[src/design/stream_pkg.sv]
/*
   Stream package
   Stream widths, FIFO depths, sequencer state codes and the RDMA header word
*/
`default_nettype none

package stream_pkg;

   // Stream width in bytes and in bits
   localparam int STREAM_WB  = 64;
   localparam int DATA_WIDTH = STREAM_WB * 8;

   // FIFO depths in words
   localparam int DATA_FIFO_DEPTH = 32;
   localparam int LEN_FIFO_DEPTH  = 8;

   // Target address plus burst length
   localparam int RDMA_HDR_LEN = 9;

   // Transmit sequencer states
   localparam logic [1:0] SEQ_INIT    = 2'd0;
   localparam logic [1:0] SEQ_HDR     = 2'd1;
   localparam logic [1:0] SEQ_PAYLOAD = 2'd2;

   // Packet length in bytes
   typedef logic [15:0] pkt_len_t;

   // RDMA header word, raw in the FIFO, split into fields in the builder
   typedef union packed {
      logic [RDMA_HDR_LEN*8-1:0] raw;
      struct packed {
         logic [7:0]  burst_len;
         logic [63:0] target_addr;
      } fields;
   } rdma_hdr_u;

endpackage

`default_nettype wire

[src/design/packet_length_meter.sv]
/*
   Packet length meter
   Counts kept bytes of each accepted beat, reports the packet total on tlast
*/
`timescale 1ns/100ps
`default_nettype none

module packet_length_meter
   import stream_pkg::*;
(
   input  wire logic                 clk,
   input  wire logic                 resetn,
   input  wire logic [STREAM_WB-1:0] beat_keep,
   input  wire logic                 beat_fire,
   input  wire logic                 beat_last,
   output pkt_len_t                  len_data,
   output logic                      len_valid
);

   // Bytes in earlier beats of this packet
   pkt_len_t acc;
   pkt_len_t beat_bytes;

   // Popcount of tkeep
   always_comb begin
      beat_bytes = '0;
      for (int i = 0; i < STREAM_WB; i++) begin
         beat_bytes = beat_bytes + pkt_len_t'(beat_keep[i]);
      end
   end

   // Total including the current beat, only meaningful on the last one
   assign len_data  = acc + beat_bytes;
   assign len_valid = beat_fire & beat_last;

   always_ff @(posedge clk) begin
      if (!resetn) begin
         acc <= '0;
      end else if (beat_fire) begin
         // Restart on every packet boundary
         acc <= beat_last ? '0 : len_data;
      end
   end

endmodule

`default_nettype wire

[config.mk]
export PLATFORM = sky130hd
export DESIGN_NAME = packet_length_meter
export DESIGN_NICKNAME = d
export VERILOG_FILES = /design/src/design/stream_pkg.sv /design/src/design/packet_length_meter.sv
export SDC_FILE = /design/constraint.sdc
export NUM_CORES = 1
export LEC_CHECK = 0
export ABC_CLOCK_PERIOD_IN_PS = 10700
export BUFFER_PORTS_ARGS = -buffer_cell sky130_fd_sc_hd__clkbuf_2
export CAP_MARGIN = 0
export CELL_PAD_IN_SITES_DETAIL_PLACEMENT = 1
export CELL_PAD_IN_SITES_GLOBAL_PLACEMENT = 1
export CORE_ASPECT_RATIO = 1.4
export CORE_MARGIN = 4
export CORE_UTILIZATION = 40
export DETAILED_ROUTE_END_ITERATION = 8
export GPL_ROUTABILITY_DRIVEN = 0
export PLACE_DENSITY_LB_ADDON = 0.3
export SLEW_MARGIN = 10
export SYNTH_ARGS = -nofsm -noshare
export SYNTH_HDL_FRONTEND = slang
export SYNTH_SLANG_ARGS = --single-unit
[constraint.sdc]
create_clock -name clk -period 10.7 [get_ports clk]
set_clock_uncertainty 0.2 [all_clocks]
set_input_delay 2.14 -clock clk [delete_from_list [all_inputs] [get_ports clk]]
set_output_delay 2.14 -clock clk [all_outputs]
set_load 0.005 [all_outputs]
Word-level counts from Yosys, hierarchy flattened:

Cells that the tools add are included.

* register bits: 16
* word-level logic and storage cells: 67
* input bits: 68
* output and inout bits: 17

* add/sub/neg operators: 64
* bitwise operators: 1
* multiplexer cells: 1

Operator list (number)
* $add A16 B1 Y16: 48
* $add A15 B1 Y16: 1
* $add A16 B16 Y16: 1
* $mux W16: 1
* $add A14 B1 Y15: 1
* $add A13 B1 Y14: 1
* $add A12 B1 Y13: 1
* $add A11 B1 Y12: 1
* $add A10 B1 Y11: 1
* $add A9 B1 Y10: 1
* $add A8 B1 Y9: 1
* $add A7 B1 Y8: 1
* $add A6 B1 Y7: 1
* $add A5 B1 Y6: 1
* $add A4 B1 Y5: 1
* $add A3 B1 Y4: 1
* $add A2 B1 Y3: 1
* $add A1 B1 Y2: 1
* $and A1 B1 Y1: 1

Depth between registers and ports, before layout:

* depth in word-level cells: 65
* depth in mapped cells: 20
* mapped depth without buffers: 20

Worst setup path before layout:

Ideal clock, no wire load.

* path type: input-to-output
* start: input port beat_keep[35]
* end: output port len_data[14]
* data required time: 8360 ps
* arrival: 7805 ps
* stages: 20
* buffers on the path: 0
* path slack: 555 ps
* cell sequence: inv_1 > fa_1 > inv_1 > fa_1 > fa_1 > inv_1 > fa_1 > inv_1 > fa_1 > fa_1 > fa_1 > inv_1 > fa_1 > inv_1 > fa_1 > a211oi_2 > nor3_4 > o221ai_2 > nor2_1 > xnor2_1

* word-level cells in the longest chain between the ends: 30

RTL lines
* start, declared: RTL line packet_length_meter.sv:13 `input wire logic [STREAM_WB-1:0] beat_keep,`
* $add A16 B1 Y16 (29 in series): RTL line packet_length_meter.sv:28 `beat_bytes = beat_bytes + pkt_len_t'(beat_keep[i]);`
* $add A16 B16 Y16: RTL line packet_length_meter.sv:33 `assign len_data = acc + beat_bytes;`
* end, declared: RTL line packet_length_meter.sv:16 `output pkt_len_t len_data,`

Every way passes these cells.

Worst setup path after layout:

* start: input port beat_keep[35]
* end: output port len_data[15]

The elaborated chain is that of the path after synthesis.

==> run metrics <==
most flop-heavy register acc; Worst R2R Setup Slack around 4700 ps; vias per cell 4.99; Setup crit end len_data[15]; ys flop type dfxtp_1; Die W 81.0 um; n_diodes 0; Worst path most repeated cell fa_1; commonest non-fill, non-tap cell in the layout inv_1; worst rel slew slack 65.1%; Top Registers acc: 16 flops; critical path cell sequence clkbuf_2 > inv_1 > fa_1 > inv_1 > fa_1 > fa_1 > inv_1 > fa_1 > inv_1 > fa_1 > fa_1 > fa_1 > inv_1 > fa_1 > inv_1 > ha_1 > nor2b_1 > o2111ai_1 > a21oi_2 > o211ai_1 > xnor2_1 > clkbuf_2; share of post-route cells with drive strength above 1 between 20% and 30%; Post-DRT Antenna Nets 0; Worst-Margin Slew between 500 and 600 ps; CP Depth 22; outcome complete, no violations; RR Endpoint acc[14]; commonest cells after routing, fill and taps aside 95 x inv_1, 84 x clkbuf_2, 54 x fa_1, 28 x ha_1, 16 x dfxtp_1; drt first-iter violations 24; post-placement cell area 0.00350 mm2; sequential area share after synthesis 10.7%; Slowest-stage cell, CP fa_1; CTS tree yes; fmax 0.0956 GHz; Die Span Y 110 um; clk_lat worst skew between 200 and 300 ps; first-pass GRT wire length 12.3 mm; Final Setup Violations 0; Synth Register Bits 16; top-area cell type share of the netlist area 37.5%; Synth area leaders fa_1 38%, inv_1 12%, ha_1 12%, dfxtp_1 11%, xnor2_1 2.6%; largest net degree at the start of global routing 28; MaxCap Viol Count 0; max incr delay on CP ~550 ps; unrepaired setup endpoints after global routing true; First-pass DRT Iterations 4; number of synthesized flops with an enable pin 0; DRC 0; Core ar. 0.00731 mm2; nets approximately 560; Die Area 0.00893 mm2; Slew Viols, Final 0; reg2reg path depth 16; Synth Cell Area 0.00299 mm2; TritonCTS Sinks 16; synthesized area per cell 9.22 um2; HP Class flip-flop to flip-flop; Syn. warnings 0; CP Class input port to output pin; final critical-path setup slack between 200 and 250 ps; reg-to-reg startpoint acc[0]; WL final 7.38 mm; Netlist cell types 45; crit start category input port; wire length per cell 14.5 um; fin crit period 10470 ps; gr ovfl total 0; top-level I/O count 85; CP Capture Type output pin; area growth from synthesis to layout 20.3%; crit-path max FO 5; Num CTS Buffers 3; clock buffer depth 2; pre-CTS worst setup slack 29.4 ps; clock-pin slew on the worst setup and hold paths 70 ps; CP top delay family adder cells; Synth area leader fa_1; vias in the first global route 2901; Syn Nets 476; Buf+Inv Stages, Crit Path 8; row cnt 37; Final Cell Area 0.00359 mm2; Worst Setup SP beat_keep[35]; Buffers on Ports between 80 and 90; max reg flops 16; Initial Util about two fifths; Max H-tree Level 1; vias post-DR 2530; dpl hpwl 6.71 mm; Final Hold Fails 0; period utilization just under 100%; Post-Layout Cell Count 507; arrival time worst endpoint about 8100 ps; synthesized instance count approximately 320; initial antenna violation count 0; Async SR Flop Fraction 0%; dpl cells 502; CTS Root Cell clkbuf_8; Tot GR Track Use between 10% and 20%; CP required 8360 ps
==> layout make-up <==
cell class,count,area [um2]
Inverter,95,357
Timing Repair Buffer,86,435
Fill cell,918,3720
Multi-Input combinational cell,209,2300
Tap cell,97,121
Sequential cell,16,320
Clock buffer,4,55.1
==> cell families (layout without fill, tap and decap cells) <==
group,count (synthesis),in the layout,share of synthesized area [%]
and+or+nand+nor,67,67,11.8
AOI/OAI and AO/OA,47,47,11.9
xor gates and xnor gates,11,11,3.23
adders and majority gates,84,84,49.3
buffers and inverters,99,185,13.1
DFF,16,16,10.7
==> worst reg2reg max path: cells and delay by family (launching register included) <==
kind | cells | cell delay [ps]
DFF | 1 | 340
adders and majority gates | 9 | 4200
AOI/OAI and AO/OA | 3 | 850
buffers and inverters | 2 | 120
and+or+nand+nor | 2 | 190
==> stage by stage <==
stage          TNS [ps]  utilization, %  hold slack (ps)
6_report              0            49.1              295
5_1_grt           -28.1            49.1              332
3_3_place_gp          0            47.9              280
2_1_floorplan         0               -              253
4_1_cts               0            48.6              309
3_5_place_dp          0            47.9              297
==> cell usage after synthesis, drive strengths merged (4+ instances only) <==
| cell type | number |
|---|---|
| inv | 95 |
| a21oi | 8 |
| nor2 | 14 |
| nor2b | 7 |
| o21a | 4 |
| fa | 56 |
| nand2 | 12 |
| nand3 | 9 |
| and2 | 6 |
| nor3 | 6 |
| xnor2 | 9 |
| o21ai | 7 |
| ha | 28 |
| dfxtp | 16 |
==> how the worst min path moves through the flow <==
stage | start | end | slack [ps] | depth (start not counted)
finish | acc[3] | acc[3] | 290 | 2
global placement | acc[3] | acc[3] | 280 | 2
floorplan | acc[3] | acc[3] | 250 | 2
global route | acc[7] | acc[7] | 330 | 2
CTS | acc[3] | acc[3] | 310 | 2
detailed placement | acc[3] | acc[3] | 300 | 2
==> routing by layer <==
metal / vias up / GRT usage [%] / wire, um
met1: 1256 / 17.4 / 2500
met2: 62 / 36.8 / 4390
li1: 1197 / - / -
met4: 0 / 6.04 / 202
met3: 15 / 1.30 / 284
met5: - / 0 / 0
==> what timing repair did <==
action / CTS / global route
gates cloned: 0 / 0
setup endpoints to repair: 1 / 9
pin swaps: 1 / 6
buffers inserted: 0 / 1
gates resized for setup: 0 / 7
hold buffers: 0 / 0
Power is left out: the tool's default activity adds up to more than one toggle a clock period on the data nets, which glitch-free logic cannot reach.
