$ cat src/design/sync_fifo.sv
/*
   Synchronous FIFO
   Single-clock ring buffer with a registered first-word output
   Valid/ready on both sides, bypass into the output register when empty
*/
`timescale 1ns/100ps
`default_nettype none

module sync_fifo #(
   parameter int WIDTH = 16,
   parameter int DEPTH = 8
) (
   input  wire logic             clk,
   input  wire logic             resetn,
   input  wire logic [WIDTH-1:0] wr_data,
   input  wire logic             wr_valid,
   output logic                  wr_ready,
   output logic      [WIDTH-1:0] rd_data,
   output logic                  rd_valid,
   input  wire logic             rd_ready
);

   // Storage, not counting the output register
   logic [WIDTH-1:0]           mem [DEPTH];
   logic [$clog2(DEPTH)-1:0]   wr_ptr;
   logic [$clog2(DEPTH)-1:0]   rd_ptr;
   logic [$clog2(DEPTH+1)-1:0] count;
   // Low through reset and the first cycle after it
   logic                       running;

   logic push;
   logic pop;
   logic mem_empty;
   logic load_out;
   logic mem_wr;
   logic mem_rd;

   assign push      = wr_valid & wr_ready;
   assign pop       = rd_valid & rd_ready;
   assign mem_empty = (count == 0);
   // Output register is free or being emptied this cycle
   assign load_out  = ~rd_valid | pop;
   // Refill from memory first, keeps word order
   assign mem_rd    = load_out & ~mem_empty;
   // Write goes around the memory when it can land in the output directly
   assign mem_wr    = push & ~(load_out & mem_empty);
   assign wr_ready  = running & (count != DEPTH);

   // Pointers, count and output valid
   always_ff @(posedge clk) begin
      if (!resetn) begin
         running  <= 1'b0;
         wr_ptr   <= '0;
         rd_ptr   <= '0;
         count    <= '0;
         rd_valid <= 1'b0;
      end else begin
         running <= 1'b1;
         if (mem_wr) begin
            wr_ptr <= (wr_ptr == DEPTH - 1) ? '0 : wr_ptr + 1'b1;
         end
         if (mem_rd) begin
            rd_ptr <= (rd_ptr == DEPTH - 1) ? '0 : rd_ptr + 1'b1;
         end
         count <= count + mem_wr - mem_rd;
         if (load_out) begin
            rd_valid <= ~mem_empty | push;
         end
      end
   end

   // Data path
   always_ff @(posedge clk) begin
      if (mem_wr) begin
         mem[wr_ptr] <= wr_data;
      end
      if (mem_rd) begin
         rd_data <= mem[rd_ptr];
      end else if (load_out & push) begin
         rd_data <= wr_data;
      end
   end

endmodule

`default_nettype wire

$ cat config.mk
export PLATFORM = sky130hd
export DESIGN_NAME = sync_fifo
export DESIGN_NICKNAME = d
export VERILOG_FILES = /design/src/design/sync_fifo.sv
export SDC_FILE = /design/constraint.sdc
export NUM_CORES = 1
export LEC_CHECK = 0
export BUFFER_PORTS_ARGS = -buffer_cell sky130_fd_sc_hd__buf_2
export CAP_MARGIN = 0
export CORE_MARGIN = 5
export CORE_UTILIZATION = 32
export CTS_BUF_LIST = sky130_fd_sc_hd__clkbuf_8
export CTS_CLUSTER_SIZE = 40
export DETAILED_ROUTE_END_ITERATION = 16
export PLACE_DENSITY_LB_ADDON = 0.08
export SLEW_MARGIN = 20
export SYNTH_ARGS = -nofsm -noshare
export SYNTH_HDL_FRONTEND = slang
export SYNTH_SLANG_ARGS = --single-unit
$ cat constraint.sdc
create_clock -name clk -period 4.2 [get_ports clk]
set_clock_uncertainty 0.15 [all_clocks]
set_input_delay 0.42 -clock clk [delete_from_list [all_inputs] [get_ports clk]]
set_output_delay 0.42 -clock clk [all_outputs]
set_load 0.03 [all_outputs]
==> Word-level counts from Yosys, hierarchy flattened <==
Memories as Yosys holds them, arrays and structs flattened. A register that Yosys moved wholly into a read port is not among the register bits.
Index checks and enable logic that the tools add are counted.
{ "classes": {"n_addsub": 4, "eq_ne": 3, "n_mux": 9, "bitwise_logic": 12, "n_reduce_logical": 2} }
{ "ops": {"columns": ["op", "count"], "rows": [
  ["16-bit two-way mux", 2],
  ["3-bit two-way mux", 4],
  ["1-bit bitwise AND", 7],
  ["3-bit by 1-bit adder with 3-bit output (second input constant)", 2],
  ["3-bit == test (second input constant)", 2],
  ["4-bit by 1-bit adder with 4-bit output", 1],
  ["4-bit zero test", 1],
  ["4-bit inequality test (second input constant)", 1],
  ["4-bit by 1-bit subtractor with 4-bit output", 1],
  ["1-bit two-way mux", 3],
  ["1-bit inverter", 3],
  ["1-bit OR", 2],
  ["2-bit nonzero test", 1]
]} }
{ "word_totals": {"reg_bits": 28, "mem_bits_rw": 128, "in_bits": 20, "out_inout_bits": 18, "elab_cells": 37, "memories": 1} }
{ "mem_list": {"columns": ["memory", "words", "width", "read_ports", "rd_ports_with_merged_regs", "wr", "line_no", "rtl"], "rows": [
  ["mem", 8, 16, 1, 1, 1, "24", "logic [WIDTH-1:0] mem [DEPTH];"]
]} }

==> Depth between registers and ports, before layout <==
{ "depth": {"ltp_word": 7, "ltp_mapped": 13, "ltp_nobuf": 12} }

==> Worst setup path after synthesis <==
Ideal clock, no wire load.
{ "synth_timing": {"path_kind": "flip-flop to flip-flop", "from": "reg rd_valid", "to": "mem mem[0][0] (enable)", "setup_time_ns": 0.430, "t_arrival_ns": 2.742, "required_time_ns": 3.620, "slack_ns": 0.878, "stages_incl_launch_ff": 5, "n_path_buf": 0, "period_less_slack_ns": 3.322, "cell_sequence": "dfxtp_1 > nand2b_1 > a221oi_4 > inv_2 > nor4_1"} }
{ "synth_between": {"elab_chain_cells": 7, "word_cells_on_any_way": 8, "classes_between": "2 x mux; 6 x bitwise"} }
{ "synth_lines": {"columns": ["element", "line_no", "rtl"], "rows": [
  ["start: declaration", "19", "output logic rd_valid,"],
  ["start signal: assignment", "67", "rd_valid <= ~mem_empty | push;"],
  ["1-bit bitwise AND / 1-bit inverter (equally long branches)", "39, 42", null],
  ["1-bit OR *", "42", "assign load_out = ~rd_valid | pop;"],
  ["1-bit bitwise AND *", "46", "assign mem_wr = push & ~(load_out & mem_empty);"],
  ["1-bit inverter *", "46", null],
  ["1-bit bitwise AND *", "46", null],
  ["1-bit two-way mux *", "74", "if (mem_wr) begin"],
  ["1-bit two-way mux (implied by the code) *", "75", "mem[wr_ptr] <= wr_data;"],
  ["end: declaration", "24", null]
]} }
Mark *: on every way between the ends. The rest lies on a longest branch, timed or not.

==> Worst setup path in the final report <==
{ "layout_timing": {"from": "reg count[2]", "to": "mem mem[1][7] (enable)"} }
{ "layout_between": {"elab_chain_cells": 6, "word_cells_on_any_way": 9, "classes_between": "1 x eq/ne; 2 x mux; 5 x bitwise; 1 x reduce/logical"} }
{ "layout_lines": {"columns": ["element", "line_no", "rtl"], "rows": [
  ["start: declaration", "27", "logic [$clog2(DEPTH+1)-1:0] count;"],
  ["start signal: assignment", "65", "count <= count + mem_wr - mem_rd;"],
  ["4-bit inequality test / 4-bit zero test (equally long branches)", "47, 40", null],
  ["1-bit bitwise AND, on equally long branches", "47, 46", null],
  ["1-bit bitwise AND / 1-bit inverter (equally long branches)", "38, 46", null],
  ["1-bit bitwise AND *", "46", null],
  ["1-bit two-way mux *", "74", null],
  ["1-bit two-way mux (implied by the code) *", "75", null]
]} }
Marked as above.

==> out/metrics.cfg <==
[outcome]
status = complete, no violations

[logic_synthesis]
post_synth.cell_area_avg_um2 = 16.0
synth_cell_types = 34
syn_area_mm2 = 0.00631
yosysSeqAreaShare_pct = 73.2
synthCells = 394
synthesis.nets = 425
yosys_register_bits = 159
yosysWarnings = 0

[clock_tree]
clk_path_buf_depth = 2
cts_post_setup_buffers_inserted = 0
cts_hold_buf = 0
root_buffer = clkbuf_8
clock_sinks = 159
cts_buffers = 17
cts_resized = 0
cts_tree = done
clkLatencyLatePin_ps = 430
cts_max_level = 4
clk_pin_slew_ps = 80

[placed_design]
io_buffer_count = 37
hpwl_um = 8120
dpl_cell_area_mm2 = 0.00689
gp_congestion = 0.705

[routing]
ant_nets = 0
drt-initial-drc-count = 139
totalWireLength_um = 13800
wl_per_cell_um = 19.1
dr_total_vias = 3373
drcViolationCount = 0
viasPerCell = 4.68
drt-pass1-iter-count = 4

[floorplan]
rows = 51
die_h_um = 150
boundaryPins = 38
die_area_mm2 = 0.0226
start_util_pct = 32.4
fp.dieW_um = 150
core-area_mm2 = 0.0195

[critical_path]
r2r_setup_slack_ps = 1360
path_class = reg2reg
cp_max_fo = 10
startpoint_type = flop
critPathRequiredTime_ps = 4180
crit_path_end_kind = flop
worstPathArrival_ps = 2820

[timing]
finalHoldViolCount = 0
finalSetupTns_ps = 0
slew_headroom_pct = 30.6
whs_ps = 95.2
fmax_mhz = 352
setup_violations = 0
rsz0062_at_grt = no
min_period_ps = 2840
finalCritPeriodShare_pct = 67.7
drv_slew = 0
worst_pin_slew_ps = 1040

[global_route]
grt.met2_usage_pct = 21.1
use_met3_pct = 3.97
gr-total-overflow = 0
track_usage_pct = 12.9
grt_util_met1_pct = 16.7
grt_pass1_wl_um = 21100
grt_max_degree = 29
grt_pass1_vias = 3520
antenna_found_initial = 1
busiest_layer = met2

[power_and_ir_drop]
p_leak_nw = 2.48
vdd_drop_max_mv = 0.231
p_per_area_mw_per_mm2 = 614

[layout]
area_growth_pct = 14.7
final_area_mm2 = 0.00725
nNetsFinal = 475
drive_above_1_share_pct = 20.0
antenna_cells = 0

[run]
cap_violations = 0

[hold_path]
hold_path_class = in2reg

[path summary, 6_finish.rpt]
check | from | cells past startpoint | endpoint
setup / recovery | count[2]$_SDFF_PN0_ | 7 | mem[1][7]$_DFFE_PP_
setup reg to reg | count[2]$_SDFF_PN0_ | 7 | mem[1][7]$_DFFE_PP_
hold reg to reg | rd_ptr[2]$_SDFFE_PN0N_ | 2 | flop
hold / removal | resetn | 1 | running$_DFF_P_
[cells by family (layout without fill, tap and decap cells)]
kind of cell	Yosys count	after routing	synth area share, %
buf+inv	26	88	1.92
simple gates	88	88	6.80
flops	159	159	73.2
xor+xnor	2	2	0.277
compound gates	44	44	5.33
fa+ha+maj	11	11	2.30
mux	64	64	10.1
[cell type report]
class,instances,area [um2]
Clock buffer,17,234
Timing Repair Buffer,49,275
Fill cell,1862,12200
Multi-Input combinational cell,209,1620
Sequential cell,159,4630
Inverter,8,30.0
Tap cell,265,332
Clock inverter,14,126
[per-stage QoR]
step | instances | worst slack (ps) | total power [mW] | utilization [%]
finish | 721 | 1360 | 4.45 | 37.2
floorplan | 394 | 878 | 3.07 | -
global placement | 690 | 1310 | 3.47 | 35.4
CTS | 721 | 1280 | 4.54 | 37.2
global route | 721 | 1150 | 4.73 | 37.2
detailed placement | 690 | 1270 | 3.48 | 35.4
[layout by cell type, fill, tap and decap left out, types with 2 or more instances in the layout]
cell and n:
a21boi_0 4, a21oi_1 2, a22oi_1 32, and2_1 4, buf_2 37, buf_4 12
bufinv_16 2, clkbuf_8 17, clkinv_1 4, clkinv_2 4, clkinvlp_4 3, dfxtp_1 14
edfxtp_1 144, ha_1 10, inv_1 6, inv_2 2, mux2i_1 64, nand2_1 46
nand3_1 18, nor2_1 3, nor2b_1 2, nor2b_2 2, nor3_2 2, nor3b_2 3
nor4b_4 2, o21ai_0 3
[registers in the layout, indices dropped and copies added (netlist names), named ones only]
| name | flops |
|---|---|
| count | 4 |
| rd_valid | 1 |
| wr_ptr | 3 |
| running | 1 |
| rd_data | 16 |
| mem | 128 |
| rd_ptr | 3 |
[routing by layer]
layer	vias up	wire, um
met4	2	174
met5	-	19
met3	20	626
met1	1688	6210
li1	1601	-
met2	62	6750
[synthesized netlist by cell type]
| master | count | area share (%) |
|---|---|---|
| nor4b_2 | 2 | 0.48 |
| nand2b_1 | 1 | 0.099 |
| nand4b_1 | 1 | 0.14 |
| a221oi_4 | 1 | 0.42 |
| clkbuf_1 | 8 | 0.48 |
| mux2i_1 | 64 | 10 |
| a22oi_1 | 32 | 3.8 |
| edfxtp_1 | 144 | 68 |
| buf_2 | 4 | 0.32 |
| nor3_1 | 2 | 0.16 |
| ha_1 | 10 | 2.0 |
| a21boi_0 | 4 | 0.48 |
| o21ai_0 | 3 | 0.24 |
| o21a_1 | 1 | 0.12 |
| xnor2_1 | 1 | 0.14 |
| nor2b_1 | 4 | 0.40 |
| nor2_1 | 4 | 0.24 |
| buf_1 | 1 | 0.059 |
| dfxtp_1 | 15 | 4.8 |
| inv_1 | 6 | 0.36 |
| inv_2 | 2 | 0.12 |
| nand2_1 | 46 | 2.7 |
| buf_4 | 5 | 0.59 |
| a21o_1 | 1 | 0.12 |
| nor3b_1 | 2 | 0.24 |
| and2_1 | 4 | 0.40 |
| or3_1 | 1 | 0.099 |
| nor4_1 | 1 | 0.099 |
| fa_1 | 1 | 0.32 |
| nand3_1 | 18 | 1.4 |
| xor2_1 | 1 | 0.14 |
| or2_1 | 1 | 0.099 |
| a21oi_1 | 2 | 0.16 |
| nor3b_2 | 1 | 0.20 |
[power by group]
| part | internal (mW) | switching [mW] | total [mW] |
|---|---|---|---|
| combinational | 0.482 | 0.858 | 1.34 |
| sequential | 1.95 | 0.114 | 2.06 |
| clock | 0.512 | 0.531 | 1.04 |
| total | 2.94 | 1.50 | 4.45 |
[critical path: stages (launching register included)]
cell	delay, ps
dfxtp_1	320
inv_1	70
ha_1	190
nor3b_2	180
a221oi_4	380
nand2_1	230
nor3_2	670
buf_4	350
Power figures use the tool's default switching activity.
