==> config.mk <==
export PLATFORM = sky130hd
export DESIGN_NAME = udp_header_builder
export DESIGN_NICKNAME = d
export VERILOG_FILES = /design/src/design/stream_pkg.sv /design/src/design/net_hdr_pkg.sv /design/src/design/udp_header_builder.sv
export SDC_FILE = /design/constraint.sdc
export NUM_CORES = 1
export LEC_CHECK = 0
export ABC_AREA = 1
export BUFFER_PORTS_ARGS = -buffer_cell sky130_fd_sc_hd__buf_2
export CELL_PAD_IN_SITES_DETAIL_PLACEMENT = 0
export CELL_PAD_IN_SITES_GLOBAL_PLACEMENT = 2
export CORE_AREA = 2 2 261 263
export DETAILED_ROUTE_END_ITERATION = 7
export DIE_AREA = 0 0 263 265
export PLACE_DENSITY = 0.49
export SETUP_SLACK_MARGIN = 0.05
export SYNTH_ARGS = -nofsm -noshare
export SYNTH_HDL_FRONTEND = slang
export SYNTH_SLANG_ARGS = --single-unit
==> constraint.sdc <==
create_clock -name vclk -period 3.1
set_input_delay 0 -clock vclk [all_inputs]
set_output_delay 0 -clock vclk [all_outputs]
set_load 0.1 [all_outputs]
==> src/design/stream_pkg.sv <==
/*
   Stream package
   Stream widths, FIFO depths, sequencer state codes and the RDMA header word
*/
`default_nettype none

package stream_pkg;

   // Stream width in bytes and in bits
   localparam int STREAM_WB  = 64;
   localparam int DATA_WIDTH = STREAM_WB * 8;

   // FIFO depths in words
   localparam int DATA_FIFO_DEPTH = 32;
   localparam int LEN_FIFO_DEPTH  = 8;

   // Target address plus burst length
   localparam int RDMA_HDR_LEN = 9;

   // Transmit sequencer states
   localparam logic [1:0] SEQ_INIT    = 2'd0;
   localparam logic [1:0] SEQ_HDR     = 2'd1;
   localparam logic [1:0] SEQ_PAYLOAD = 2'd2;

   // Packet length in bytes
   typedef logic [15:0] pkt_len_t;

   // RDMA header word, raw in the FIFO, split into fields in the builder
   typedef union packed {
      logic [RDMA_HDR_LEN*8-1:0] raw;
      struct packed {
         logic [7:0]  burst_len;
         logic [63:0] target_addr;
      } fields;
   } rdma_hdr_u;

endpackage

`default_nettype wire

==> src/design/net_hdr_pkg.sv <==
/*
   Network header package
   Ethernet, IPv4 and UDP header lengths and the fixed field values
   used when framing each RDMA packet
*/
`default_nettype none

package net_hdr_pkg;

   // ==============================
   // Header lengths in bytes
   // ==============================
   localparam int ETH_HDR_LEN = 14;
   localparam int IP_HDR_LEN  = 20;
   localparam int UDP_HDR_LEN = 8;

   // Eth + IPv4 + UDP + RDMA fields, 51 bytes
   localparam int FULL_HDR_LEN = ETH_HDR_LEN + IP_HDR_LEN + UDP_HDR_LEN
                                 + stream_pkg::RDMA_HDR_LEN;

   // ==============================
   // Ethernet fields
   // ==============================
   // Broadcast destination
   localparam logic [47:0] ETH_DST_MAC    = 48'hFFFF_FFFF_FFFF;
   localparam logic [47:0] ETH_SRC_MAC    = 48'hC400_AD00_0002;
   // IPv4 ethertype
   localparam logic [15:0] ETH_FRAME_TYPE = 16'h0800;

   // ==============================
   // IPv4 fields
   // ==============================
   // Version 4, IHL 5, no DSCP
   localparam logic [15:0] IP_VER_DSF   = 16'h4500;
   localparam logic [15:0] IP_ID        = 16'hDEAD;
   // Don't fragment
   localparam logic [15:0] IP_FLAGS     = 16'h4000;
   // TTL 64, protocol UDP
   localparam logic [15:0] IP_TTL_PROT  = 16'h4011;
   // Source 10.1.1.2
   localparam logic [15:0] IP_SRC_HI    = {8'd10, 8'd1};
   localparam logic [15:0] IP_SRC_LO    = {8'd1, 8'd2};
   // Destination 10.1.1.255, subnet broadcast
   localparam logic [15:0] IP_DST_HI    = {8'd10, 8'd1};
   localparam logic [15:0] IP_DST_LO    = {8'd1, 8'd255};

   // ==============================
   // UDP fields
   // ==============================
   localparam logic [15:0] UDP_SRC_PORT = 16'd1000;
   localparam logic [15:0] UDP_DST_PORT = 16'd32002;
   // Checksum unused over IPv4
   localparam logic [15:0] UDP_CHECKSUM = 16'h0000;

endpackage

`default_nettype wire

==> src/design/udp_header_builder.sv <==
/*
   UDP header builder
   Ethernet/IPv4/UDP/RDMA header for one packet, with lengths and IPv4 checksum
   Output is byte-reversed so the first wire byte sits in lane 0
*/
`timescale 1ns/100ps
`default_nettype none

module udp_header_builder
   import stream_pkg::*;
   import net_hdr_pkg::*;
(
   input  wire pkt_len_t               pkt_len,
   input  wire rdma_hdr_u              rdma_hdr,
   output logic     [DATA_WIDTH-1:0]   hdr_data,
   output logic     [STREAM_WB-1:0]    hdr_keep
);

   logic [15:0]                ip_len;
   logic [15:0]                udp_len;
   logic [31:0]                ip_sum;
   logic [15:0]                ip_fold;
   logic [15:0]                ip_checksum;
   logic [FULL_HDR_LEN*8-1:0]  hdr_be;
   logic [FULL_HDR_LEN*8-1:0]  hdr_le;

   // IPv4 total length covers IP + UDP + RDMA fields + payload
   assign ip_len  = pkt_len_t'(IP_HDR_LEN + UDP_HDR_LEN + RDMA_HDR_LEN) + pkt_len;
   assign udp_len = pkt_len_t'(UDP_HDR_LEN + RDMA_HDR_LEN) + pkt_len;

   // ==============================
   // IPv4 checksum
   // ==============================
   // Checksum field counts as zero in the sum
   assign ip_sum = IP_VER_DSF + ip_len + IP_ID + IP_FLAGS + IP_TTL_PROT
                 + IP_SRC_HI + IP_SRC_LO + IP_DST_HI + IP_DST_LO;
   // Single fold, carry out of the fold is dropped
   assign ip_fold     = ip_sum[15:0] + ip_sum[31:16];
   assign ip_checksum = ~ip_fold;

   // ==============================
   // Header in network order
   // ==============================
   assign hdr_be = {
      // Ethernet
      ETH_DST_MAC, ETH_SRC_MAC, ETH_FRAME_TYPE,
      // IPv4
      IP_VER_DSF, ip_len, IP_ID, IP_FLAGS, IP_TTL_PROT, ip_checksum,
      IP_SRC_HI, IP_SRC_LO, IP_DST_HI, IP_DST_LO,
      // UDP
      UDP_SRC_PORT, UDP_DST_PORT, udp_len, UDP_CHECKSUM,
      // RDMA fields
      rdma_hdr.fields.target_addr, rdma_hdr.fields.burst_len
   };

   // MAC sends lane 0 first
   always_comb begin
      for (int i = 0; i < FULL_HDR_LEN; i++) begin
         hdr_le[i*8 +: 8] = hdr_be[(FULL_HDR_LEN-1-i)*8 +: 8];
      end
   end

   // Upper 13 lanes zero and not kept
   assign hdr_data = DATA_WIDTH'(hdr_le);
   assign hdr_keep = STREAM_WB'({FULL_HDR_LEN{1'b1}});

endmodule

`default_nettype wire

Yosys cells after proc, flatten, opt, wreduce, memory -nomap -nowiden
Index checks and enable logic that the tools add are counted.

Bits in registers: 0. Input bits: 88.

Add/subtract/negate cells: 11. Bitwise operators: 1.

Operators with widths (number): 23-bit by 9-bit adder with 24-bit output, second input constant (1); 22-bit by 12-bit adder with 23-bit output, second input constant (1); 21-bit by 9-bit adder with 22-bit output, second input constant (1); 20-bit by 12-bit adder with 21-bit output, second input constant (1); 19-bit by 15-bit adder with 20-bit output, second input constant (1); 18-bit by 15-bit adder with 19-bit output, second input constant (1); 17-bit by 16-bit adder with 18-bit output, second input constant (1); 15-bit by 16-bit adder with 17-bit output, first input constant (1); 16-bit by 8-bit adder with 16-bit output (1); 5-bit by 16-bit adder with 16-bit output, first input constant (1); 6-bit by 16-bit adder with 16-bit output, first input constant (1); 16-bit NOT (1).

Depth between registers and ports, before layout
Gate-level depths: netlist (run 1).

Word-level depth: 11. Mapped depth: 29. Gate-level depth less buffers: 29.

Worst setup path before layout (run 1)
Ideal clock, no wire load.

Path kind: input to output. Start: input port pkt_len[0]. End: output port hdr_data[193]. Data arrival time: 5.274 ns. Slack: -2.174 ns. Cell stages on the path: 21. Buffers on the path: 0. Path through: ha_1 -> nand2_1 -> nand2_2 -> nand2_1 -> nand2_1 -> nand2_1 -> xor2_1 -> nor2_1 -> nand4_1 -> nand2_1 -> nand2_1 -> ha_1 -> nand2_1 -> inv_1 -> o21ai_0 -> nor2_1 -> nand2_1 -> nor2_1 -> nand3_1 -> nor2_2 -> xnor2_1.

Cells in the longest elaborated chain, start to end: 11.

RTL lines: from (decl) (line udp_header_builder.sv:13) `input wire pkt_len_t pkt_len,`; 6-bit by 16-bit adder with 16-bit output (line udp_header_builder.sv:28) `assign ip_len = pkt_len_t'(IP_HDR_LEN + UDP_HDR_LEN + RDMA_HDR_LEN) + pkt_len;`; net hdr_data[132] (line udp_header_builder.sv:15) `output logic [DATA_WIDTH-1:0] hdr_data,`; 15-bit by 16-bit adder with 17-bit output (line udp_header_builder.sv:35) `assign ip_sum = IP_VER_DSF + ip_len + IP_ID + IP_FLAGS + IP_TTL_PROT`; 17-bit by 16-bit adder with 18-bit output (line udp_header_builder.sv:35); 18-bit by 15-bit adder with 19-bit output (line udp_header_builder.sv:35); 19-bit by 15-bit adder with 20-bit output (line udp_header_builder.sv:35); 20-bit by 12-bit adder with 21-bit output (line udp_header_builder.sv:36) `+ IP_SRC_HI + IP_SRC_LO + IP_DST_HI + IP_DST_LO;`; 21-bit by 9-bit adder with 22-bit output (line udp_header_builder.sv:36); 22-bit by 12-bit adder with 23-bit output (line udp_header_builder.sv:36); 23-bit by 9-bit adder with 24-bit output (line udp_header_builder.sv:36); 16-bit by 8-bit adder with 16-bit output (line udp_header_builder.sv:38) `assign ip_fold = ip_sum[15:0] + ip_sum[31:16];`; 16-bit NOT (line udp_header_builder.sv:39) `assign ip_checksum = ~ip_fold;`; to (decl) (line udp_header_builder.sv:15).

The timed path passes the listed nets, and every way through them passes these cells.

Worst setup path in the final report (run 1)
Start: input port pkt_len[2]. End: output port hdr_data[196].

Cells in the longest elaborated chain, start to end: 11.

RTL lines (line): 6-bit by 16-bit adder with 16-bit output (udp_header_builder.sv:28); 15-bit by 16-bit adder with 17-bit output (udp_header_builder.sv:35); 17-bit by 16-bit adder with 18-bit output (udp_header_builder.sv:35); 18-bit by 15-bit adder with 19-bit output (udp_header_builder.sv:35); 19-bit by 15-bit adder with 20-bit output (udp_header_builder.sv:35); 20-bit by 12-bit adder with 21-bit output (udp_header_builder.sv:36); 21-bit by 9-bit adder with 22-bit output (udp_header_builder.sv:36); 22-bit by 12-bit adder with 23-bit output (udp_header_builder.sv:36); 23-bit by 9-bit adder with 24-bit output (udp_header_builder.sv:36); 16-bit by 8-bit adder with 16-bit output (udp_header_builder.sv:38); 16-bit NOT (udp_header_builder.sv:39).

No other way between the ends.

==> impl_metrics.toml, run 1 <==
[sta]
worst_slew_pin_slew_ps = 654
relSlewSlack_pct = 56.7
setup_tns_ps = 0
drv_slew = 0
min_period_over_period_pct = 96.5
fmax_mhz = 334
period_minus_slack_ps = 2990
finalHoldViolations = 0
setup_viol = 0
rsz0062_at_grt = "true"
whs_ps = 0.0439

[yosys]
syn_inst = 806
yosys_warnings = 0
yosysTopAreaCell = "buf_4"
synthTopCellsByCount = "buf_4, nand2_1, nand3_1"
synth_compound_area_share_pct = 0.851
synth.avg_cell_area_um2 = 6.75
synthAdderAreaFrac_pct = 1.75
synth_xor_area_share_pct = 4.16
yosysMostFrequentCell = "buf_4"
synth_top_family_by_area = "buffers and inverters"
ys_types = 26
synth-simple-area-share_pct = 17.4
synthMuxAreaShare_pct = 0
syn_area_um2 = 5440
ys_seq_area_share_pct = 0
synth.area.top_cells = "buf_4, nand2_1, nand3_1"
yosysTopAreaCellShare_pct = 73.2

[global_routing]
grt_max_degree = 9
antenna_found_initial = 1
grt_pass1_vias = 2672
grt_pass1_wl_mm = 19.5
track_usage_pct = 3.82
overflow = 0

[placed_design]
dp_hpwl_mm = 14.7
place.gp.congestion = 0.707
portBuffers = 64

[route]
ant_nets = 0
drt_wl_total_mm = 15.9
dr.pass1.iters = 4
wl_per_cell_um = 9.04
via_count = 3525
viasPerCell = 2.00
drt-initial-drc-count = 77
drc = 0

[critical_path]
critPathMaxFanout = 4
end_kind = "primary output"
start_kind = "input pin"
critPathKind = "input pin to primary output"
required_ps = 3100
critPathArrivalTime_ps = 2990

[final_layout]
clkbuf_count = 0
layout.nets = 987
drive_gt1_share_pct = 31.8
fillerInstances = 7907
design.seq.count = 0
area_growth_pct = 12.8
ff_latch_area_um2 = 0

[floorplan]
core_um2 = 66800
start_util_pct = 8.14
std_cell_rows = 95
die-area_um2 = 69700
die_h_um = 265
pin_count = 664
die_w_um = 263

[hold_path]
hold_start = "rdma_hdr[58]"
hold_class = "input pin to primary output"
whs_path_depth = 0
worstHoldEndpoint = "hdr_data[338]"

[flow_run]
cap_violations = 0

[status]
status = "finished clean"
## kinds of logic after synthesis
| family | after synthesis |
|---|---|
| xor gates and xnor gates | 25 |
| and+or+nand+nor | 198 |
| other | 2 |
| adders and majority gates | 7 |
| buffers and inverters | 566 |
| AOI/OAI and AO/OA | 8 |
## layer usage
metal,wire length [um],track usage (%)
met1,5730,4.53
met3,2150,1.75
met5,12,0
met4,414,0.973
met2,7640,6.24
## cells in the final DEF (no fill, tap or decap), drive strengths merged
cell and count:
a21oi 3, buf 161, clkinvlp 2, conb 456, diode 1, fa 1
ha 6, inv 33, nand2 117, nand3 41, nand4 5, nor2 32
nor3 2, nor3b 1, o21ai 4, o31ai 1, xnor2 9, xor2 16
## per-stage QoR
step           cell area [um2]  util [%]  std cells  setup WS (ps)
2_1_floorplan             7400         -       1260           -437
3_3_place_gp              5590      8.36       1735           -231
3_5_place_dp              5590      8.36       1735           -300
4_1_cts                   5840      8.74       1746           51.0
5_1_grt                   6130      9.18       1763           -162
6_report                  6130      9.18       1764            108
## critical path: stages
cell and delay (ps):
buf_12 120, inv_12 40, ha_4 120, nand2_4 50, nand2_4 80, nand2_2 70
nand2_4 90, nand2_4 70, o21ai_2 140, nand2_2 130, nor2_4 120, nand3_2 90
a21oi_2 170, ha_2 220, fa_2 210, nand2_2 60, nor2_2 110, nand2_1 80
nor2_2 120, nand3_2 110, nor2_4 140, nand2_2 100, nor2_4 150, nand2_2 60
nand3_2 80, nand2_4 60, buf_12 160
## layout make-up
class	instances	area (um2)	area share, %
multi-input cells	694	3550	57.9
repair buffers	161	1340	21.8
inverters	35	151	2.47
well taps	873	1090	17.8
diodes	1	2.50	0.0408
## worst max path at each step
stage | cells past startpoint | slack, ps | start | end
5_1_grt | 29 | -160 | pkt_len[2] | hdr_data[197]
4_1_cts | 27 | 50 | pkt_len[2] | hdr_data[198]
3_3_place_gp | 27 | -230 | pkt_len[2] | hdr_data[197]
3_5_place_dp | 26 | -300 | pkt_len[0] | hdr_data[196]
2_1_floorplan | 25 | -440 | pkt_len[2] | hdr_data[195]
6_report | 27 | 110 | pkt_len[2] | hdr_data[196]
## repair_timing
item                       in CTS  in global routing
pin swaps                      23                 27
hold buffers                    0                  0
setup endpoints to repair       8                  8
setup buffers                  11                 17
gates resized for setup        47                 46
==> run 2: changes to the inputs <==
- CELL_PAD_IN_SITES_DETAIL_PLACEMENT: 0 -> 1
- CELL_PAD_IN_SITES_GLOBAL_PLACEMENT: 2 -> 1
- CORE_AREA: 2 2 261 263 -> 2 2 260 262
- DIE_AREA: 0 0 263 265 -> 0 0 262 264
- PLACE_DENSITY: 0.49 -> 0.38
==> impl_metrics.toml, run 2 (synthesis gave the netlist of run 1 again) <==
[status]
status = "finished clean"

[sta]
finalHoldViolations = 0
period_minus_slack_ps = 2950
rsz0062_at_grt = "true"
setup_tns_ps = 0
drv_slew = 0
setup_slack_ps = 148
min_period_over_period_pct = 95.2
setup_viol = 0
worst_slew_pin_slew_ps = 552
relSlewSlack_pct = 63.4
fmax_mhz = 339

[route]
viasPerCell = 2.02
drt-initial-drc-count = 62
drt_wl_total_mm = 16.9
top_layer = "met4"
wl_met1_mm = 6.00
wl_per_cell_um = 9.55
drc = 0
ant_nets = 0
wl_met3_mm = 2.61
via_count = 3585
dr.pass1.iters = 4
dr_wl_met2_mm = 7.96

[critical_path]
cp_slowest_cell = "fa_2"
cp.depth = 27
cpPeakStageDelay_ps = 210
required_ps = 3100
crit_top_cell = "buf_4"
critPathKind = "input pin to primary output"
start_kind = "input pin"
critPathBufInv = 8
critPathMaxFanout = 3
cpLargestDelayFamily = "simple AND/OR/NAND/NOR gates"
critPathArrivalTime_ps = 2950
end_kind = "primary output"

[global_routing]
antenna_found_initial = 0
track_usage_pct = 4.26
grt_pass1_vias = 3266
grt_pass1_wl_mm = 21.8
overflow = 0
grt_max_degree = 7

[clock_tree]
hold_buffers = 0

[power_and_ir_drop]
swShare_pct = 89.7
switchingPower_w = 0.00325
leakagePower_nw = 3.25
irDropWorstVdd_v = 0.000128
pwr-share-clk_pct = 0
pwr-share-seq_pct = 0
p_int_w = 0.000373
power.density_nw_per_um2 = 578
comb_power_share_pct = 100.0

[final_layout]
finalNonFillerCells = 1773
clkbuf_count = 0
drive_gt1_share_pct = 33.2
layout_common_cells = "conb_1, buf_4, nand2_1"
antenna_cells = 0
finish.utilization_pct = 9.42
layout.nets = 997
ff_latch_area_um2 = 0
fillerInstances = 8280
area_growth_pct = 15.3
final_common_cell = "conb_1"
design.seq.count = 0

[placed_design]
dp_cells = 1742
dp_hpwl_mm = 15.4
place.gp.congestion = 0.690
dpl_worst_slack_ps = -381
portBuffers = 64

[floorplan]
die_w_um = 262
std_cell_rows = 95
die-area_um2 = 69200
die_h_um = 264
start_util_pct = 8.17
core_um2 = 66600
pin_count = 664

[hold_path]
hold_class = "input pin to primary output"
whs_path_depth = 0

[flow_run]
cap_violations = 0
run 2: cell count changes in the layout (fill, tap and decap cells not counted), sizes merged:
| cell | delta |
|---|---|
| diode | -1 |
| buf | +10 |
run 2: repair_timing:
action	in CTS	in global routing
setup endpoints to repair	8	9
pin swaps	22	25
gates resized for setup	52	52
setup buffers	24	7
run 2: worst paths after layout:
kind | slack [ps] | startpoint | end
worst min-delay path | 0.04 | rdma_hdr[41] | hdr_data[353]
worst max-delay path | 150 | pkt_len[2] | hdr_data[192]
run 2: area by class of cell:
| cell class | count | area [um2] | area share (%) |
|---|---|---|---|
| timing repair buffer | 171 | 1400 | 22.3 |
| multi-input combinational | 694 | 3630 | 57.9 |
| inverter | 35 | 151 | 2.41 |
| tap | 873 | 1090 | 17.4 |
run 2: power groups by stage:
stage,clock (W),sequential [W],combinational [W]
after floorplan,0,0,0.00400
after global placement,0,0,0.00354
after detailed placement,0,0,0.00354
after CTS,0,0,0.00359
after global routing,0,0,0.00374
final,0,0,0.00362
run 2: stage by stage:
stage               cell area [um2]  power, W  hold slack [ps]
global placement               5640   0.00354            0.681
global route                   6270   0.00374            0.148
floorplan                      7400   0.00400              212
finish                         6270   0.00362           0.0386
detailed placement             5640   0.00354            0.681
CTS                            6010   0.00359            0.681
run 2: per-layer routing:
layer | vias to the layer above | track usage (%)
met5 | - | 0
met4 | 0 | 0.886
met3 | 28 | 2.42
met2 | 295 | 6.92
met1 | 1609 | 4.85
li1 | 1653 | -
No activity file was read; power rests on OpenSTA's default activity.
==> run 3: changes to the inputs <==
- MAX_ROUTING_LAYER: unset -> met4
==> impl_metrics.toml, run 3 (synthesis gave the netlist of run 1 again) <==
[critical_path]
critPathKind = "input pin to primary output"
end_kind = "primary output"
cpPeakStageDelay_ps = 210
critPathArrivalTime_ps = 2950
crit_top_cell = "buf_4"
start_kind = "input pin"
critPathMaxFanout = 3
required_ps = 3100
cp_slowest_cell = "fa_2"

[sta]
setup_tns_ps = 0
finalHoldViolations = 0
min_period_over_period_pct = 95.2
fmax_mhz = 339
worst_slew_pin_slew_ps = 552
drv_slew = 0
relSlewSlack_pct = 63.4
setup_viol = 0
rsz0062_at_grt = "true"
period_minus_slack_ps = 2950

[floorplan]
pin_count = 664
die-area_um2 = 69200
start_util_pct = 8.17
core_um2 = 66600
die_w_um = 262
std_cell_rows = 95
die_h_um = 264

[power_and_ir_drop]
leakagePower_nw = 3.25
irDropWorstVdd_v = 0.000128
pwr-share-seq_pct = 0
pwr-share-clk_pct = 0
switchingPower_w = 0.00325
p_int_w = 0.000373
power.density_nw_per_um2 = 578
comb_power_share_pct = 100.0
swShare_pct = 89.7

[route]
via_count = 3583
wl_per_cell_um = 9.55
drc = 0
ant_nets = 0
drt-initial-drc-count = 65
dr.pass1.iters = 4
drt_wl_total_mm = 16.9
viasPerCell = 2.02

[global_routing]
antenna_found_initial = 0
overflow = 0
grt_max_degree = 7
track_usage_pct = 4.38
grt_pass1_wl_mm = 21.7
grt_pass1_vias = 3275

[flow_run]
cap_violations = 0

[final_layout]
drive_gt1_share_pct = 33.2
ff_latch_area_um2 = 0
stdcell_area_um2 = 6270
antenna_cells = 0
final_common_cell = "conb_1"
area_growth_pct = 15.3
design.seq.count = 0
layout_common_cells = "conb_1, buf_4, nand2_1"
clkbuf_count = 0
layout.nets = 997
finish.utilization_pct = 9.42

[placed_design]
dp_hpwl_mm = 15.4
place.gp.congestion = 0.697
portBuffers = 64
placed_area_um2 = 5640

[hold_path]
hold_class = "input pin to primary output"

[status]
status = "finished clean"
[run 3: cell counts in the layout (fill, tap and decap cells not counted)]
No cell type changed its count.
[run 3: stage by stage]
stage | hold WS, ps | power (W) | instances | setup slack, ps
6_report | 0.0386 | 0.00362 | 1773 | 147
5_1_grt | 0.148 | 0.00374 | 1773 | -66.4
4_1_cts | 0.681 | 0.00359 | 1766 | 27.8
3_5_place_dp | 0.681 | 0.00354 | 1742 | -381
3_3_place_gp | 0.681 | 0.00354 | 1742 | -371
2_1_floorplan | 212 | 0.00400 | 1260 | -437
[run 3: power groups by stage]
stage | registers [W] | clock network [W] | logic, W
2_1_floorplan | 0 | 0 | 0.00400
4_1_cts | 0 | 0 | 0.00359
6_report | 0 | 0 | 0.00362
3_3_place_gp | 0 | 0 | 0.00354
5_1_grt | 0 | 0 | 0.00374
3_5_place_dp | 0 | 0 | 0.00354
[run 3: what timing repair did]
item                                    CTS  global route
pin swaps                                22            25
hold buffers                              0             0
endpoints found under the setup margin    8             9
buffers inserted                         24             7
resized for setup                        52            52
[run 3: cell type report]
type | instances | area (um2)
Fill cell | 8280 | 60300
Multi-Input combinational cell | 694 | 3630
Timing Repair Buffer | 171 | 1400
Tap cell | 873 | 1090
Inverter | 35 | 151
[run 3: final timing paths]
check,from,end,depth (start not counted)
worst min-delay path,rdma_hdr[41],hdr_data[353],0
worst max-delay path,pkt_len[2],hdr_data[192],27
[run 3: critical path, delay by kind of cell]
family / cells / cell delay, ps
simple gates: 16 / 1390
xor+xnor: 1 / 150
fa+ha+maj: 2 / 360
buf+inv: 8 / 1010
[run 3: metal layers]
metal	vias up	global-route usage, %	part of all wire, %
li1	1655	-	-
met1	1607	4.89	36
met2	293	6.90	47
met3	28	2.34	15
met4	0	0.886	2.1
met5	-	-	0
